<file path="config.mk">
export PLATFORM = sky130hd
export DESIGN_NAME = code_fetch_top
export DESIGN_NICKNAME = d
export VERILOG_FILES = /design/src/hw/fetch_pkg.sv /design/src/hw/code_fetch_top.sv /design/src/hw/code_queue.sv /design/src/hw/fetch_ctrl.sv /design/src/hw/line_reader.sv /design/src/hw/link_readcode.sv
export SDC_FILE = /design/constraint.sdc
export NUM_CORES = 1
export LEC_CHECK = 0
export BUFFER_PORTS_ARGS = -buffer_cell sky130_fd_sc_hd__buf_2
export CAP_MARGIN = 20
export CORE_ASPECT_RATIO = 0.8
export CORE_UTILIZATION = 24
export DETAILED_ROUTE_END_ITERATION = 10
export GPL_TIMING_DRIVEN = 1
export PLACE_DENSITY = 0.43
export SYNTH_ARGS = -nofsm -noshare
export SYNTH_HDL_FRONTEND = slang
export SYNTH_SLANG_ARGS = --single-unit
</file>
<file path="constraint.sdc">
create_clock -name clk -period 9.5 [get_ports clk]
set_clock_uncertainty 0.15 [all_clocks]
set_input_delay 0.475 -clock clk [delete_from_list [all_inputs] [get_ports clk]]
set_output_delay 0.475 -clock clk [all_outputs]
set_load 0.02 [all_outputs]
</file>
<file path="src/hw/fetch_pkg.sv">
package fetch_pkg;

    typedef logic [31:0]  addr_t;               // Byte address, bits 1:0 ignored
    typedef logic [31:0]  word_t;               // One code word
    typedef logic [127:0] line_t;               // Four words, word 0 in bits 31:0

    // Request from the fetch side toward the line reader
    typedef struct packed {
        logic  do_req;                          // Request strobe, held by the link
        addr_t address;                         // Address of the critical word
    } readcode_req_t;

    // Response back toward the requester
    typedef struct packed {
        logic  done;                            // Single pulse when the line is complete
        line_t line;                            // Assembled line, valid with done
        word_t partial;                         // Last fetched word
        logic  partial_done;                    // One pulse per fetched word
    } readcode_resp_t;

    // Queue entry toward the decoder
    typedef struct packed {
        word_t word;
        addr_t addr;                            // Word-aligned fetch address
    } code_entry_t;

    typedef enum logic [1:0] {
        idle,                                   // No target yet after reset
        request,                                // Asking for the pointer's line
        receive,                                // Line in flight
        replay                                  // Serving words from the line buffer
    } fetch_state_e;

endpackage
</file>
<file path="src/hw/code_fetch_top.sv">
`timescale 1ns/1ps

module code_fetch_top
    import fetch_pkg::*;
#(
    parameter int QUEUE_DEPTH = 8
) (
    input  logic  clk,
    input  logic  rst_n,
    input  logic  jump_do,          // Single-cycle jump from execute
    input  addr_t jump_address,
    output logic  code_valid,       // Decoder handshake
    output word_t code_word,
    output addr_t code_addr,
    input  logic  code_ready,
    output logic  wb_cyc,           // Wishbone classic master, read only
    output logic  wb_stb,
    output addr_t wb_adr,
    input  word_t wb_dat_i,
    input  logic  wb_ack
);

    readcode_req_t                    ctrl_req;     // Controller to link
    readcode_resp_t                   ctrl_resp;
    readcode_req_t                    rd_req;       // Link to reader
    readcode_resp_t                   rd_resp;
    logic                             push;
    logic                             flush;
    code_entry_t                      push_entry;
    logic [$clog2(QUEUE_DEPTH+1)-1:0] free;

    fetch_ctrl #(.QUEUE_DEPTH(QUEUE_DEPTH)) u_ctrl (
        .clk(clk), .rst_n(rst_n),
        .jump_do(jump_do), .jump_address(jump_address),
        .rc_req(ctrl_req), .rc_resp(ctrl_resp),
        .push(push), .push_entry(push_entry), .flush(flush), .free(free)
    );

    link_readcode u_link (
        .clk(clk), .rst_n(rst_n),
        .req(ctrl_req), .req_resp(ctrl_resp),
        .fwd(rd_req), .fwd_resp(rd_resp)
    );

    line_reader u_reader (
        .clk(clk), .rst_n(rst_n),
        .req(rd_req), .resp(rd_resp),
        .wb_cyc(wb_cyc), .wb_stb(wb_stb), .wb_adr(wb_adr),
        .wb_dat_i(wb_dat_i), .wb_ack(wb_ack)
    );

    code_queue #(.QUEUE_DEPTH(QUEUE_DEPTH)) u_queue (
        .clk(clk), .rst_n(rst_n),
        .flush(flush), .push(push), .push_entry(push_entry), .free(free),
        .code_valid(code_valid), .code_word(code_word), .code_addr(code_addr),
        .code_ready(code_ready)
    );

endmodule

</file>
<file path="src/hw/code_queue.sv">
`timescale 1ns/1ps

module code_queue
    import fetch_pkg::*;
#(
    parameter int QUEUE_DEPTH = 8
) (
    input  logic                             clk,
    input  logic                             rst_n,
    input  logic                             flush,
    input  logic                             push,
    input  code_entry_t                      push_entry,
    output logic [$clog2(QUEUE_DEPTH+1)-1:0] free,
    output logic                             code_valid,
    output word_t                            code_word,
    output addr_t                            code_addr,
    input  logic                             code_ready
);

    localparam int CNT_W = $clog2(QUEUE_DEPTH + 1);
    localparam int PTR_W = (QUEUE_DEPTH > 1) ? $clog2(QUEUE_DEPTH) : 1;

    code_entry_t      mem [QUEUE_DEPTH];
    logic [PTR_W-1:0] rd_ptr;
    logic [PTR_W-1:0] wr_ptr;
    logic [CNT_W-1:0] count;
    logic             pop;
    logic             wr_en;

    function automatic logic [PTR_W-1:0] next_ptr(input logic [PTR_W-1:0] p);
        return (p == PTR_W'(QUEUE_DEPTH - 1)) ? '0 : p + 1'b1;  // Depth need not be a power of two
    endfunction

    assign pop   = code_valid && code_ready;
    assign wr_en = push && !flush;      // Flush drops a same-cycle push

    always_ff @(posedge clk) begin
        if (!rst_n || flush) begin
            rd_ptr <= '0;
            wr_ptr <= '0;
            count  <= '0;
        end else begin
            if (wr_en) wr_ptr <= next_ptr(wr_ptr);
            if (pop)   rd_ptr <= next_ptr(rd_ptr);
            case ({wr_en, pop})
                2'b10:   count <= count + 1'b1;
                2'b01:   count <= count - 1'b1;
                default: count <= count;
            endcase
        end
    end

    always_ff @(posedge clk) begin
        if (wr_en) mem[wr_ptr] <= push_entry;
    end

    assign free       = CNT_W'(QUEUE_DEPTH) - count;
    assign code_valid = (count != '0);
    assign code_word  = mem[rd_ptr].word;
    assign code_addr  = mem[rd_ptr].addr;

    // Controller must respect the free count
    a_no_overflow: assert property (@(posedge clk) disable iff (!rst_n)
        push |-> (count != CNT_W'(QUEUE_DEPTH)));

endmodule

</file>
<file path="src/hw/fetch_ctrl.sv">
`timescale 1ns/1ps

module fetch_ctrl
    import fetch_pkg::*;
#(
    parameter int QUEUE_DEPTH = 8
) (
    input  logic                             clk,
    input  logic                             rst_n,
    input  logic                             jump_do,
    input  addr_t                            jump_address,
    output readcode_req_t                    rc_req,
    input  readcode_resp_t                   rc_resp,
    output logic                             push,
    output code_entry_t                      push_entry,
    output logic                             flush,
    input  logic [$clog2(QUEUE_DEPTH+1)-1:0] free
);

    localparam int CNT_W = $clog2(QUEUE_DEPTH + 1);

    fetch_state_e state;
    addr_t        ptr;                  // Next word to deliver, bits 1:0 kept zero
    logic [1:0]   rx_off;               // Offset of the incoming partial word
    logic         discard;              // Outstanding line belongs to an old target
    logic         buf_valid;
    logic [27:0]  buf_base;
    line_t        buf_line;
    logic         hit;
    logic         line_done;
    logic         rx_keep;
    logic         replay_push;

    initial begin
        if (QUEUE_DEPTH < 4) $fatal(1, "QUEUE_DEPTH must hold a full line");
    end

    assign hit       = buf_valid && (jump_address[31:4] == buf_base);
    assign line_done = (state == receive) && rc_resp.done;
    assign flush     = jump_do;             // Queue cleared on the jump edge

    // Ask only with room for a whole line, so the bus never waits on the queue
    assign rc_req.do_req  = (state == request) && (free >= CNT_W'(4));
    assign rc_req.address = ptr;

    // Words before the target offset are skipped
    assign rx_keep     = (state == receive) && !discard && rc_resp.partial_done
                         && (rx_off >= ptr[3:2]);
    assign replay_push = (state == replay) && (free != '0);
    assign push        = !jump_do && (rx_keep || replay_push);

    always_comb begin
        push_entry.word = rc_resp.partial;
        push_entry.addr = {ptr[31:4], rx_off, 2'b00};
        if (state == replay) begin
            push_entry.word = buf_line[ptr[3:2]*32 +: 32];
            push_entry.addr = ptr;
        end
    end

    always_ff @(posedge clk) begin
        if (!rst_n) begin
            state   <= idle;
            discard <= 1'b0;
        end else begin
            // Set when a jump abandons an accepted line, cleared by its done
            discard <= (discard && !rc_resp.done)
                       || (jump_do && (((state == receive) && !rc_resp.done)
                                       || ((state == request) && rc_req.do_req && !discard)));
            if (jump_do) begin
                state <= hit ? replay : request;
            end else begin
                case (state)
                    request: if (rc_req.do_req && !discard) state <= receive;
                    receive: if (rc_resp.done) state <= request;
                    replay:  if (replay_push && (ptr[3:2] == 2'd3)) state <= request;
                    default: state <= idle;
                endcase
            end
        end
    end

    always_ff @(posedge clk) begin
        if (jump_do) begin
            ptr <= {jump_address[31:2], 2'b00};
        end else if (line_done) begin
            ptr <= {ptr[31:4] + 28'd1, 4'h0};   // On to the next line
        end else if (replay_push) begin
            ptr <= ptr + 32'd4;                 // Wraps into the next line after word 3
        end
    end

    // Offset tracks the wrapping fetch order of the reader
    always_ff @(posedge clk) begin
        if (state != receive) begin
            rx_off <= ptr[3:2];
        end else if (rc_resp.partial_done) begin
            rx_off <= rx_off + 2'd1;
        end
    end

    always_ff @(posedge clk) begin
        if (!rst_n) begin
            buf_valid <= 1'b0;
        end else if (line_done) begin
            buf_valid <= 1'b1;
        end
    end

    always_ff @(posedge clk) begin
        if (line_done) begin
            buf_line <= rc_resp.line;
            buf_base <= ptr[31:4];
        end
    end

endmodule

</file>
<file path="src/hw/line_reader.sv">
`timescale 1ns/1ps

module line_reader
    import fetch_pkg::*;
(
    input  logic           clk,
    input  logic           rst_n,
    input  readcode_req_t  req,
    output readcode_resp_t resp,
    output logic           wb_cyc,
    output logic           wb_stb,
    output addr_t          wb_adr,
    input  word_t          wb_dat_i,
    input  logic           wb_ack
);

    logic        busy;                  // Line in progress, new requests wait
    logic [27:0] base;                  // Line address, bits 31:4
    logic [1:0]  idx;                   // Wrapping word index of the current beat
    logic [2:0]  beats;                 // Acks received so far
    logic        partial_done_r;
    logic        done_r;
    word_t       partial_r;
    line_t       line_r;
    logic        accept;
    logic        beat_end;

    assign accept   = !busy && req.do_req;
    assign beat_end = wb_stb && wb_ack;

    // Bus and handshake control
    always_ff @(posedge clk) begin
        if (!rst_n) begin
            busy           <= 1'b0;
            wb_cyc         <= 1'b0;
            wb_stb         <= 1'b0;
            partial_done_r <= 1'b0;
            done_r         <= 1'b0;
        end else begin
            partial_done_r <= beat_end;                          // Word reported after its ack
            done_r         <= partial_done_r && (beats == 3'd4); // Line ends after fourth word
            if (accept) begin
                busy   <= 1'b1;
                wb_cyc <= 1'b1;
                wb_stb <= 1'b1;                                  // First beat next cycle
            end
            if (beat_end) begin
                wb_stb <= 1'b0;
                if (beats == 3'd3) begin
                    wb_cyc <= 1'b0;                              // Last ack closes the cycle
                end
            end
            if (partial_done_r && (beats != 3'd4)) begin
                wb_stb <= 1'b1;                                  // One idle cycle between beats
            end
            if (done_r) begin
                busy <= 1'b0;
            end
        end
    end

    // Address and data path
    always_ff @(posedge clk) begin
        if (accept) begin
            base  <= req.address[31:4];
            idx   <= req.address[3:2];      // Critical word first
            beats <= 3'd0;
        end
        if (beat_end) begin
            line_r[idx*32 +: 32] <= wb_dat_i;   // Word lands in its own lane
            partial_r            <= wb_dat_i;
            idx                  <= idx + 2'd1; // Wraps inside the line
            beats                <= beats + 3'd1;
        end
    end

    assign wb_adr = {base, idx, 2'b00};

    assign resp.done         = done_r;
    assign resp.line         = line_r;
    assign resp.partial      = partial_r;
    assign resp.partial_done = partial_done_r;

    a_stb_in_cyc: assert property (@(posedge clk) disable iff (!rst_n) wb_stb |-> wb_cyc);
    a_ack_on_stb: assert property (@(posedge clk) disable iff (!rst_n) wb_ack |-> wb_stb);

endmodule

</file>
<file path="src/hw/link_readcode.sv">
`timescale 1ns/1ps

module link_readcode
    import fetch_pkg::*;
(
    input  logic           clk,
    input  logic           rst_n,
    input  readcode_req_t  req,         // From the fetch controller
    output readcode_resp_t req_resp,
    output readcode_req_t  fwd,         // Toward the line reader
    input  readcode_resp_t fwd_resp
);

    logic  saved_do;                    // Request still pending at the reader
    addr_t saved_address;
    logic  save;

    // A live request is captured unless the current line ends this cycle
    assign save = req.do_req && !fwd_resp.done;

    always_ff @(posedge clk) begin
        if (!rst_n) begin
            saved_do <= 1'b0;
        end else if (save) begin
            saved_do <= 1'b1;
        end else if (fwd_resp.done) begin
            saved_do <= 1'b0;           // Line finished, nothing left to hold
        end
    end

    always_ff @(posedge clk) begin
        if (save) begin
            saved_address <= req.address;   // Newest request replaces the older one
        end
    end

    // Live request wins, otherwise the held copy keeps the reader fed
    assign fwd.do_req  = req.do_req || saved_do;
    assign fwd.address = req.do_req ? req.address : saved_address;

    assign req_resp = fwd_resp;         // Response passes straight back

    // A dropped request is still presented with its last live address
    a_held_stable: assert property (@(posedge clk) disable iff (!rst_n)
        ($past(req.do_req) && !req.do_req && !$past(fwd_resp.done))
            |-> (fwd.do_req && (fwd.address == $past(req.address))));

endmodule

</file>
## After elaboration in Yosys (flattened, before gate mapping)

Memory sizes are Yosys's and may differ from the RTL's. A register that Yosys moved wholly into a read port is not among the register bits.
Index checks and enable logic that the tools add are counted.

- RAM bits: 512
- Flip-flop bits (word level): 435
- Word-level logic and storage cells: 133
- Input bits: 69
- Memories: 1
- Output and inout bits: 99

- $lt $le $gt $ge: 2
- Equality and inequality tests: 16
- Multiplexer cells: 33
- Add/sub/neg operators: 11
- Bitwise operators: 1
- Reductions and logical operators: 43
- Shift operators: 3

Memory list:

| name | words | width | read ports | clocked after Yosys merged registers in | write ports | line | source |
|---|---|---|---|---|---|---|---|
| u_queue.mem | 8 | 64 | 1 | 1 | 1 | code_queue.sv:23 | `code_entry_t mem [QUEUE_DEPTH];` |

Operator list:

| cell | count |
|---|---|
| 128-bit bitwise mux | 1 |
| 32-bit 2-to-1 mux | 4 |
| 32-bit by 34-bit variable shift with 128-bit output (first input constant) | 1 |
| 128-bit by 8-bit indexed part select with 32-bit output | 1 |
| 32-bit by 34-bit indexed part select with 128-bit output | 1 |
| 64-bit 2-to-1 mux | 1 |
| 7-bit negation with 34-bit output | 1 |
| 32-bit by 3-bit adder with 32-bit output (second input constant) | 1 |
| 28-bit by 1-bit adder with 28-bit output (second input constant) | 1 |
| 28-bit == test | 1 |
| 1-bit logical AND | 22 |
| 2-bit 2-to-1 mux | 9 |
| 3-bit 2-to-1 mux | 6 |
| 1-bit 2-to-1 mux | 10 |
| 3-bit by 1-bit adder with 3-bit output (second input constant) | 3 |
| 3-bit == test (second input constant) | 3 |
| 3-bit inequality test (second input constant) | 3 |
| 2-bit == test (second input constant) | 4 |
| 4-bit case mux with 2 select lines | 1 |
| 2-bit nonzero test | 4 |
| 4-bit nonzero test | 2 |
| 2-bit case mux with 3 select lines | 1 |
| 3-bit nonzero test | 2 |
| 1-bit zero test | 5 |
| 14 further kinds | 21 |

## Depth between registers and ports, before layout

Gate-level depths: netlist of run 1.

- Word-level depth: 9
- Depth in mapped cells: 15
- Gate-level depth less buffers: 13

## Hierarchy

From an unflattened synthesis of run 1, not the netlist that was laid out.

- Cells, all modules: 2001
- Area, all modules: 38538.2 um^2

Modules (own cells, without submodules):

| module | area each (um^2) | sequential area each (um^2) | cells an instance | instances |
|---|---|---|---|---|
| code_queue | 19939.1 | 15635.0 | 824 | 1 |
| fetch_ctrl | 8718.4 | 5725.5 | 544 | 1 |
| line_reader | 7121.8 | 5895.7 | 399 | 1 |
| link_readcode | 2758.9 | 980.9 | 234 | 1 |

## Worst setup path before layout of run 1

Ideal clock, no wire load.

- Path kind: register to register
- Start: reg u_ctrl.ptr[3]
- End: mem u_queue.mem[4][10] in the netlist's numbering (enable)
- Setup time: 0.657 ns
- Data required time: 8.693 ns
- Data arrival time: 8.390 ns
- Stages on the path, launching flop included: 10
- Buffers on the path: 3
- Period minus slack after synthesis: 9.198 ns
- Setup slack: 0.302 ns
- Path through: edfxtp_1 > clkbuf_1 > clkbuf_1 > inv_1 > ha_1 > a21oi_1 > o21ai_0 > nand3b_1 > buf_4 > nor4b_1

- Longest elaborated chain between the ends: 7

RTL lines:

| item | line | source |
|---|---|---|
| start: declaration | fetch_ctrl.sv:23 | `addr_t ptr;` |
| start signal: assignment | fetch_ctrl.sv:85 | `ptr <= {jump_address[31:2], 2'b00};` |
| start signal: assignment | fetch_ctrl.sv:87 | `ptr <= {ptr[31:4] + 28'd1, 4'h0};` |
| start signal: assignment | fetch_ctrl.sv:89 | `ptr <= ptr + 32'd4;` |
| 2-bit >= comparator | fetch_ctrl.sv:48 | `&& (rx_off >= ptr[3:2]);` |
| 1-bit logical AND | fetch_ctrl.sv:48 |  |
| 1-bit logical OR | fetch_ctrl.sv:50 | `assign push = !jump_do && (rx_keep \|\| replay_push);` |
| 1-bit logical AND | fetch_ctrl.sv:50 |  |
| 1-bit logical AND | code_queue.sv:35 | `assign wr_en = push && !flush;` |
| 1-bit 2-to-1 mux | code_queue.sv:54 | `if (wr_en) mem[wr_ptr] <= push_entry;` |
| 1-bit 2-to-1 mux (not written as such) | code_queue.sv:54 |  |
| end: declaration | code_queue.sv:23 |  |

Every way passes these cells.

==> results.cfg, run 1 <==
[yosys]
synth_top_cell_area_share_pct = 75.8
synthSimpleGateAreaFrac_pct = 4.65
ys_warn_count = 0
synth_top_family_by_area = multiplexers
synthXorXnorAreaFrac_pct = 1.49
seq_area_frac_synth_pct = 77.1
synth_area_mm2 = 0.0359
synth-async-reset-ratio_pct = 0
yosysMostFrequentCell = edfxtp_1
ys_ff_latch = 930
synth_common_cells = edfxtp_1, mux4_2, and2_1
synth_edf_count = 907
synth-compound-area-share_pct = 1.22
ys_types = 52
syn_inst = 1763
synth_area_leaders = edfxtp_1, mux4_2, mux2_2, and2_1, dfxtp_1
synth-adder-area-share_pct = 0.662
yosysTopAreaCell = edfxtp_1
synth-main-ff-cell = edfxtp_1
synth.area.mux_share_pct = 13.7
synth.avg_cell_area_um2 = 20.4

[cells_and_area]
nets = 2143
area_delta_synth_final_pct = 20.0
fillers = 14500
multi_input_area_mm2 = 0.00791
stdcell_area_mm2 = 0.0431
final_cells = 4124
drive_above_1_share_pct = 30.4
layout.area.seq_mm2 = 0.0277

[timing]
finalHoldViolCount = 0
tns_ns = 0
setup_viol = 0
final.period_utilization_pct = 47.1
layout_min_cycle_time_ns = 4.47
slew_viol_final = 0
worst_hold_slack_ns = 0.179
fmax_ghz = 0.224
worstMarginPinSlew_ns = 1.12
slew_headroom_pct = 24.6
rsz0062_at_grt = false

[die]
core_mm2 = 0.148
io-pin-count = 168
die_area_mm2 = 0.151
die_x_um = 435
die_h_um = 348
num_rows = 126
initial_core_util_pct = 24.3

[cts]
htreeDepth = 3
clk_latency_ns = 0.68
cts_num_sinks = 930
cts_root_buf = clkbuf_16
cts_tree = built
clk_pin_slew_worst_paths_ns = 0.06
clock_path_buffers = 3
ctsResizeCount = 0
numCtsBuffers = 101

[critical_path]
cp.arrival_ns = 3.85
r2r_start = u_ctrl.ptr[3]$_DFFE_PP_
critPathKind = register to primary output
critPathMaxFanout = 35
crit_slowest_cell = buf_4
reg2reg_depth = 13
cpPeakStageDelay_ns = 0.70
r2r_slack_ns = 5.28
crit_top_cell = buf_4
worstPathRequired_ns = 8.88
r2r-end = u_queue.count[2]$_SDFFE_PP0P_
worstSetupEndpointType = primary output
path_cells = buf_4 -> buf_4 -> mux4_2 -> mux2_2 -> buf_2
worst_setup_path_start_kind = register

[power_and_ir_drop]
p_total_uw = 8780
leakage_uw = 0.0135
p_per_area_mw_per_mm2 = 204
ir_drop_uv = 120

[placement]
routabilityCongestion = 0.758
place_area_mm2 = 0.0393
dp.cells = 3872
portBuffers = 161
place_hpwl_um = 51600

[route]
antenna_left = 0
drt_first_pass_iters = 5
routed_via_density = 4.19
wl_um = 90900
drc = 0
wl_per_cell_um = 22.0
drt_iter0_drc = 1097
num_vias = 17300

[grt]
grt_overflow = 0
gr-usage-all-layers_pct = 12.1
grt_max_degree = 76
grt_pass1_vias = 18600
antenna_found_initial = 10
grt_pass1_wl_um = 132000

[outcome]
status = finished, final reports clean

[min_path]
holdCritPathClass = primary input to register
hold_path_startpoint = code_ready
hold_depth = 4

[run]
max_cap_viol_count = 0
-- state kept, by name, summed over array words and instances (netlist names), 2 cells and up, named ones only --
| register | count |
|---|---|
| u_ctrl.buf_base | 28 |
| u_ctrl.buf_line | 128 |
| u_ctrl.ptr | 30 |
| u_ctrl.rx_off | 2 |
| u_ctrl.state | 2 |
| u_link.saved_address | 30 |
| u_queue.count | 4 |
| u_queue.mem | 496 |
| u_queue.rd_ptr | 3 |
| u_queue.wr_ptr | 3 |
| u_reader.base | 28 |
| u_reader.beats | 3 |
| u_reader.idx | 2 |
| u_reader.line_r | 128 |
| u_reader.partial_r | 32 |
-- how the worst max path moves through the flow --
stage                                                to  slack [ns]                     from
after global placement    u_queue.count[2]$_SDFFE_PP0P_        5.27  u_ctrl.ptr[3]$_DFFE_PP_
final                                     code_word[25]        5.03                 register
after global routing                      code_word[23]        4.68                 register
after CTS                                 code_word[23]        4.80                 register
after detailed placement  u_queue.count[2]$_SDFFE_PP0P_        5.27  u_ctrl.ptr[3]$_DFFE_PP_
after floorplan            u_queue.mem[4][10]$_DFFE_PP_        0.30  u_ctrl.ptr[3]$_DFFE_PP_
-- cells by family after synthesis --
| logic type | count (synthesis) |
|---|---|
| other cells | 1 |
| mux | 282 |
| simple gates | 301 |
| buf+inv | 97 |
| fa+ha+maj | 19 |
| compound gates | 72 |
| flops | 930 |
| xor+xnor | 61 |
-- cell usage in the layout (no fill, tap or decap), drive strengths merged, types with 2 or more instances in the layout --
cell type / n
edfxtp: 907
buf: 201
mux4: 156
clkbuf: 136
and2: 128
mux2: 125
dlygate4sd3: 64
nand2: 62
o21ai: 40
xnor2: 37
clkinv: 37
nor2: 27
xor2: 24
dfxtp: 23
inv: 20
nor3: 20
ha: 19
a21oi: 16
nand3: 10
nor4: 10
nand4: 8
and3: 7
and4: 6
clkinvlp: 6
bufinv: 6
nor3b: 6
nand2b: 5
conb: 4
nand3b: 3
or3: 2
nor2b: 2
a21boi: 2
o21a: 2
o2111ai: 2
-- power breakdown --
group / internal (uW) / switching [uW] / total, uW / leakage [uW]
clock network: 2150 / 1610 / 3760 / 0.00153
logic: 138 / 229 / 368 / 0.00362
registers: 4590 / 65.4 / 4650 / 0.00834
total: 6880 / 1900 / 8780 / 0.0135
-- per-layer routing --
layer  vias up  global-route usage [%]  routed length (um)  part of all wire (%)
met5         -                       0                   0                     0
met4         0                    3.24                1720                   1.9
met3       125                    2.07                3550                   3.9
met2       310                    20.5               45500                    50
met1      9215                    15.7               40200                    44
li1       7631                       -                   -                     -
-- stage by stage --
stage / setup slack [ns] / utilization (%)
after detailed placement: 5.27 / 26.5
final: 5.03 / 29.1
after global routing: 4.68 / 29.1
after floorplan: 0.302 / -
after global placement: 5.27 / 26.5
after CTS: 4.80 / 29.1
-- timing repair --
| item | 4_1_cts | 5_1_grt |
|---|---|---|
| setup buffers | 0 | 0 |
| hold buffers | 64 | 0 |
| endpoints found under the hold margin | 197 | 0 |
-- critical path: cells and delay by family (launching register included) --
kind	cells	cell delay [ns]
muxes	2	0.92
buffers and inverters	3	1.58
DFF	1	0.58
-- layout make-up --
class                   count  area share [%]
diodes                      1         0.00581
inverters                  18           0.168
clock inverters            51            1.11
multi-input cells         739            18.3
well taps                1984            5.76
flip-flops and latches    930            64.3
clock buffers             136            6.24
repair buffers            265            4.08
Power figures use the tool's default switching activity.
==> run 2: changes to the inputs <==
--- a/config.mk
+++ b/config.mk
@@ -5,6 +5,7 @@
 export SDC_FILE = /design/constraint.sdc
 export NUM_CORES = 1
 export LEC_CHECK = 0
+export ABC_AREA = 1
 export BUFFER_PORTS_ARGS = -buffer_cell sky130_fd_sc_hd__buf_2
 export CAP_MARGIN = 20
 export CORE_ASPECT_RATIO = 0.8
==> constraint.sdc (replaced) <==
create_clock -name clk -period 3.9 [get_ports clk]
set_clock_uncertainty 0.15 [all_clocks]
set_input_delay 0.195 -clock clk [delete_from_list [all_inputs] [get_ports clk]]
set_output_delay 0.195 -clock clk [all_outputs]
set_load 0.02 [all_outputs]
==> results.cfg, run 2 <==
[outcome]
status = finished, final reports clean

[power_and_ir_drop]
p_switching_uw = 4960
p_total_uw = 21900
pwr-share-seq_pct = 52.0
leakage_uw = 0.0154
ir_drop_uv = 410
combPwrFrac_pct = 5.8
p_per_area_mw_per_mm2 = 496
p_clk_share_pct = 42.3
p_int_uw = 17000
p_sw_share_pct = 22.6

[cells_and_area]
largest-register = u_queue.mem
drive_above_1_share_pct = 12.2
area_delta_synth_final_pct = 19.7
largestRegisters = u_queue.mem x496, u_ctrl.buf_line x128, u_reader.line_r x128
final_cell_mix = edfxtp_1, nor2_1, o21ai_0, nand2_1, buf_2
largest_register_ffs = 496
nets = 3324
final_common_cell = edfxtp_1
final_cells = 5337

[die]
initial_core_util_pct = 24.2
core_mm2 = 0.153
die_area_mm2 = 0.156
io-pin-count = 168
die_x_um = 441
num_rows = 128
die_h_um = 353

[yosys]
synth-async-reset-ratio_pct = 0
synth_common_cells = edfxtp_1, nor2_1, o21ai_0
synth-compound-area-share_pct = 8.45
synth-main-ff-cell = edfxtp_1
ys_ff_latch = 930
syn_inst = 2995
synth.avg_cell_area_um2 = 12.3
synth_edf_count = 907
synth_area_leaders = edfxtp_1, nor2_1, o21ai_0, nand2_1, inv_1
synth.area.mux_share_pct = 0
seq_area_frac_synth_pct = 74.9
synthXorXnorAreaFrac_pct = 0.332
synth_area_mm2 = 0.0370
synth_top_family_by_area = simple AND/OR/NAND/NOR gates
synth_top_cell_area_share_pct = 73.7
synth-adder-area-share_pct = 0.643
synthSimpleGateAreaFrac_pct = 11.9
ys_types = 39
ys_warn_count = 0
yosysTopAreaCell = edfxtp_1
yosysMostFrequentCell = edfxtp_1

[grt]
grt_max_degree = 158
grt_pass1_wl_um = 154000
grt_overflow = 0
antenna_found_initial = 19
grt_pass1_vias = 22200
gr-usage-all-layers_pct = 13.3

[cts]
clock_path_buffers = 3
ctsResizeCount = 0
clk_latency_ns = 0.66
htreeDepth = 3
numCtsBuffers = 98
cts_root_buf = clkbuf_16
cts_tree = built
clk_pin_slew_worst_paths_ns = 0.06
cts_num_sinks = 930

[critical_path]
r2r-end = u_ctrl.ptr[7]$_DFFE_PP_
cp.arrival_ns = 3.17
r2r_slack_ns = 0.74
reg2reg_depth = 8
critPathMaxFanout = 52
endpoint = code_addr[6]
worstSetupEndpointType = primary output
worstPathRequired_ns = 3.56
critPathKind = register to primary output
r2r_start = u_ctrl.ptr[2]$_DFFE_PP_
worst_setup_path_start_kind = register

[timing]
layout_min_cycle_time_ns = 3.51
setup_viol = 0
rsz0062_at_grt = false
fin_ws_ns = 0.385
worstMarginPinSlew_ns = 1.16
slew_headroom_pct = 22.0
final.period_utilization_pct = 90.1
fmax_ghz = 0.285
slew_viol_final = 0
worst_hold_slack_ns = 0.116
finalHoldViolCount = 0

[route]
antenna_left = 0
num_vias = 22900
wl_um = 105000
drt_iter0_drc = 1628
drc = 0
drt_first_pass_iters = 5
wl_per_cell_um = 19.7
routed_via_density = 4.30

[placement]
portBuffers = 161
dp.cells = 5084
routabilityCongestion = 0.784
place_hpwl_um = 61700
dpl_worst_slack_ns = 0.877

[run]
max_cap_viol_count = 0

[min_path]
holdCritPathClass = primary input to register
## run 2: cell count changes after synthesis, sizes merged, moves of 80 or more
cell	before	now
inv	17	168
mux4	156	0
nor2	27	732
o21ai	40	388
nand2	62	300
mux2	125	0
o22ai	0	80
and2	128	0
## run 2: kinds of logic after synthesis
kind of cell	after synthesis
xor gates and xnor gates	14
buffers and inverters	326
DFF	930
adders and majority gates	19
and+or+nand+nor	1128
other	1
AOI/OAI and AO/OA	577
## run 2: through the flow
stage	TNS (ns)	cell area [um^2]	util [%]
2_1_floorplan	-218.65	37000	-
3_3_place_gp	0	40400	26.5
3_5_place_dp	0	40400	26.5
4_1_cts	0	44200	29.0
5_1_grt	0	44200	29.0
6_report	0	44200	29.0
## run 2: power by group through the flow
| stage | combinational [uW] | sequential, uW | clock [uW] |
|---|---|---|---|
| 3_5_place_dp | 1240 | 11600 | 0 |
| 5_1_grt | 1410 | 11400 | 9900 |
| 6_report | 1270 | 11400 | 9270 |
| 2_1_floorplan | 616 | 11600 | 0 |
| 4_1_cts | 1300 | 11400 | 9520 |
| 3_3_place_gp | 1240 | 11600 | 0 |
## run 2: repair_timing
action / 4_1_cts / 5_1_grt
buffers inserted: 0 / 0
hold buffers: 66 / 0
setup endpoints to repair: 0 / 0
endpoints found under the hold margin: 209 / 0
## run 2: how the worst min path moves through the flow
stage | from | to | slack [ns] | cells after the start
after floorplan | wb_dat_i[0] | u_reader.partial_r[0]$_DFFE_PP_ | 0.14 | 0
final | wb_dat_i[17] | u_reader.partial_r[17]$_DFFE_PP_ | 0.12 | 2
after global routing | wb_dat_i[17] | u_reader.partial_r[17]$_DFFE_PP_ | 0.10 | 2
after global placement | wb_dat_i[23] | u_reader.partial_r[23]$_DFFE_PP_ | 0.24 | 1
after CTS | wb_dat_i[17] | u_reader.partial_r[17]$_DFFE_PP_ | 0.07 | 2
after detailed placement | wb_dat_i[24] | u_reader.partial_r[24]$_DFFE_PP_ | 0.24 | 1
## run 2: layer usage
metal | global-route usage (%) | wire length, um
met5 | 0 | 116
met1 | 18.8 | 49900
met3 | 2.75 | 5480
met2 | 20.8 | 47500
met4 | 3.00 | 1950
## run 2: critical path, cell delays in order, from the launching register on
cell and delay (ns):
dfxtp_4 0.63, buf_4 0.59, nor2_1 0.10, nor2_1 0.10
o21ai_0 0.09, a31oi_1 0.66, buf_2 0.29
## run 2: final cells by class
class                   instances  area [um^2]
repair buffers                294         2140
flip-flops and latches        930        27700
fillers                     15600       108000
well taps                    2015         2520
inverters                     170          648
multi-input cells            1742         8030
diodes                          7         17.5
clock buffers                 116         2560
clock inverters                63          608
==> run 3: changes to the inputs <==
--- a/config.mk
+++ b/config.mk
@@ -6,7 +6,7 @@
 export NUM_CORES = 1
 export LEC_CHECK = 0
 export ABC_AREA = 1
-export BUFFER_PORTS_ARGS = -buffer_cell sky130_fd_sc_hd__buf_2
+export BUFFER_PORTS_ARGS = -buffer_cell sky130_fd_sc_hd__clkbuf_2
 export CAP_MARGIN = 20
 export CORE_ASPECT_RATIO = 0.8
 export CORE_UTILIZATION = 24
==> results.cfg, run 3 (synthesis gave the netlist of run 2 again) <==
[cts]
htreeDepth = 3
clock_path_buffers = 3
cts_tree = built
clk_latency_ns = 0.68
cts_root_buf = clkbuf_16
clk_pin_slew_worst_paths_ns = 0.06
cts_num_sinks = 930
numCtsBuffers = 99

[timing]
layout_min_cycle_time_ns = 3.49
final.period_utilization_pct = 89.4
rsz0062_at_grt = false
worst_hold_slack_ns = 0.104
setup_viol = 0
fmax_ghz = 0.287
finalHoldViolCount = 0
worstMarginPinSlew_ns = 1.10
slew_viol_final = 0
slew_headroom_pct = 26.4

[power_and_ir_drop]
pwr-share-seq_pct = 51.8
p_sw_share_pct = 22.6
p_switching_uw = 4980
leakage_uw = 0.0154
p_per_area_mw_per_mm2 = 495
combPwrFrac_pct = 5.8
p_clk_share_pct = 42.4
ir_drop_uv = 297
p_int_uw = 17000

[route]
wl_per_cell_um = 19.6
antenna_left = 0
wl_um = 105000
drt_first_pass_iters = 5
routed_via_density = 4.29
drt_iter0_drc = 1918
num_vias = 23000
drc = 0

[grt]
grt_most_used_layer = met2
grt_use_met3_pct = 2.69
antenna_found_initial = 16
met2_usage_pct = 20.9
use_met1_pct = 18.5
grt_pass1_wl_um = 153000
grt_pass1_vias = 22500
grt_max_degree = 142
grt_overflow = 0
gr-usage-all-layers_pct = 13.2

[cells_and_area]
area_delta_synth_final_pct = 20.2
final_common_cell = edfxtp_1
final_cells = 5355
final_util_pct = 29.1
drive_above_1_share_pct = 12.1
largest_register_ffs = 496
fillers = 15600
nets = 3341
largestRegisters = u_queue.mem x496, u_ctrl.buf_line x128, u_reader.line_r x128
largest-register = u_queue.mem
final_cell_mix = edfxtp_1, nor2_1, o21ai_0, nand2_1, clkbuf_2

[critical_path]
cpPeakStageDelay_ns = 0.72
critPathKind = register to primary output
path_delay_family = compound AO/OA/AOI/OAI gates
r2r_start = u_ctrl.ptr[5]$_DFFE_PP_
worstPathRequired_ns = 3.56
r2r-end = u_ctrl.ptr[20]$_DFFE_PP_
cp.arrival_ns = 3.14
crit_buf_inv = 2
critPathMaxFanout = 48
worstSetupEndpointType = primary output
crit_slowest_cell = dfxtp_4
r2r_slack_ns = 0.74
reg2reg_depth = 8
path_cells = buf_4 -> o21ai_0 -> o22ai_1 -> nor2_1 -> a31oi_1 -> clkbuf_2
worst_setup_path_start_kind = register

[min_path]
hold_path_startpoint = wb_dat_i[16]
holdCritPathClass = primary input to register
hold_depth = 2
worstHoldEndpoint = u_reader.partial_r[16]$_DFFE_PP_

[die]
die_area_mm2 = 0.156
io-pin-count = 168
die_x_um = 441
die_h_um = 353
core_mm2 = 0.153
initial_core_util_pct = 24.2
num_rows = 128

[placement]
place_hpwl_um = 61700
portBuffers = 161
dp.cells = 5084
routabilityCongestion = 0.775

[outcome]
status = finished, final reports clean

[run]
max_cap_viol_count = 0
run 3: cell type report:
cell class                      count  area (um^2)  area share, %
Antenna cell                       10         25.0         0.0563
Clock buffer                      125         2600           5.84
Clock inverter                     53          568           1.28
Inverter                          170          648           1.46
Multi-Input combinational cell   1742         8030           18.1
Sequential cell                   930        27700           62.3
Tap cell                         2015         2520           5.67
Timing Repair Buffer              310         2350           5.30
run 3: per-layer routing:
layer / routed length (um) / vias up
li1: - / 11100
met4: 1860 / 24
met1: 49400 / 11300
met2: 47400 / 437
met5: 155 / -
met3: 6000 / 144
run 3: metrics by stage:
stage               setup TNS (ns)  area, um^2  total power, uW  worst slack (ns)
floorplan                  -218.65       37000            12200            -0.881
global placement                 0       40400            12800              1.00
detailed placement               0       40400            12800              1.02
CTS                              0       44400            22300             0.259
global route                     0       44400            22700            0.0442
finish                           0       44500            22000             0.413
run 3: what timing repair did:
action	CTS	global route
gates resized for setup	0	0
setup buffers	0	0
endpoints found under the hold margin	206	0
hold buffers	82	0
run 3: power by group through the flow:
stage	Combinational [uW]	Clock, uW	Sequential (uW)
after floorplan	616	0	11600
after global placement	1220	0	11600
after detailed placement	1230	0	11600
after CTS	1310	9580	11400
after global routing	1410	9930	11400
final	1270	9320	11400
run 3: worst max path at each step:
stage / startpoint / to / cells past startpoint
after floorplan: u_ctrl.ptr[3]$_DFFE_PP_ / u_queue.mem[1][10]$_DFFE_PP_ / 9
after global placement: register / code_addr[30] / 8
after detailed placement: register / code_addr[30] / 8
after CTS: register / code_addr[30] / 8
after global routing: register / code_addr[30] / 8
final: register / code_word[11] / 6
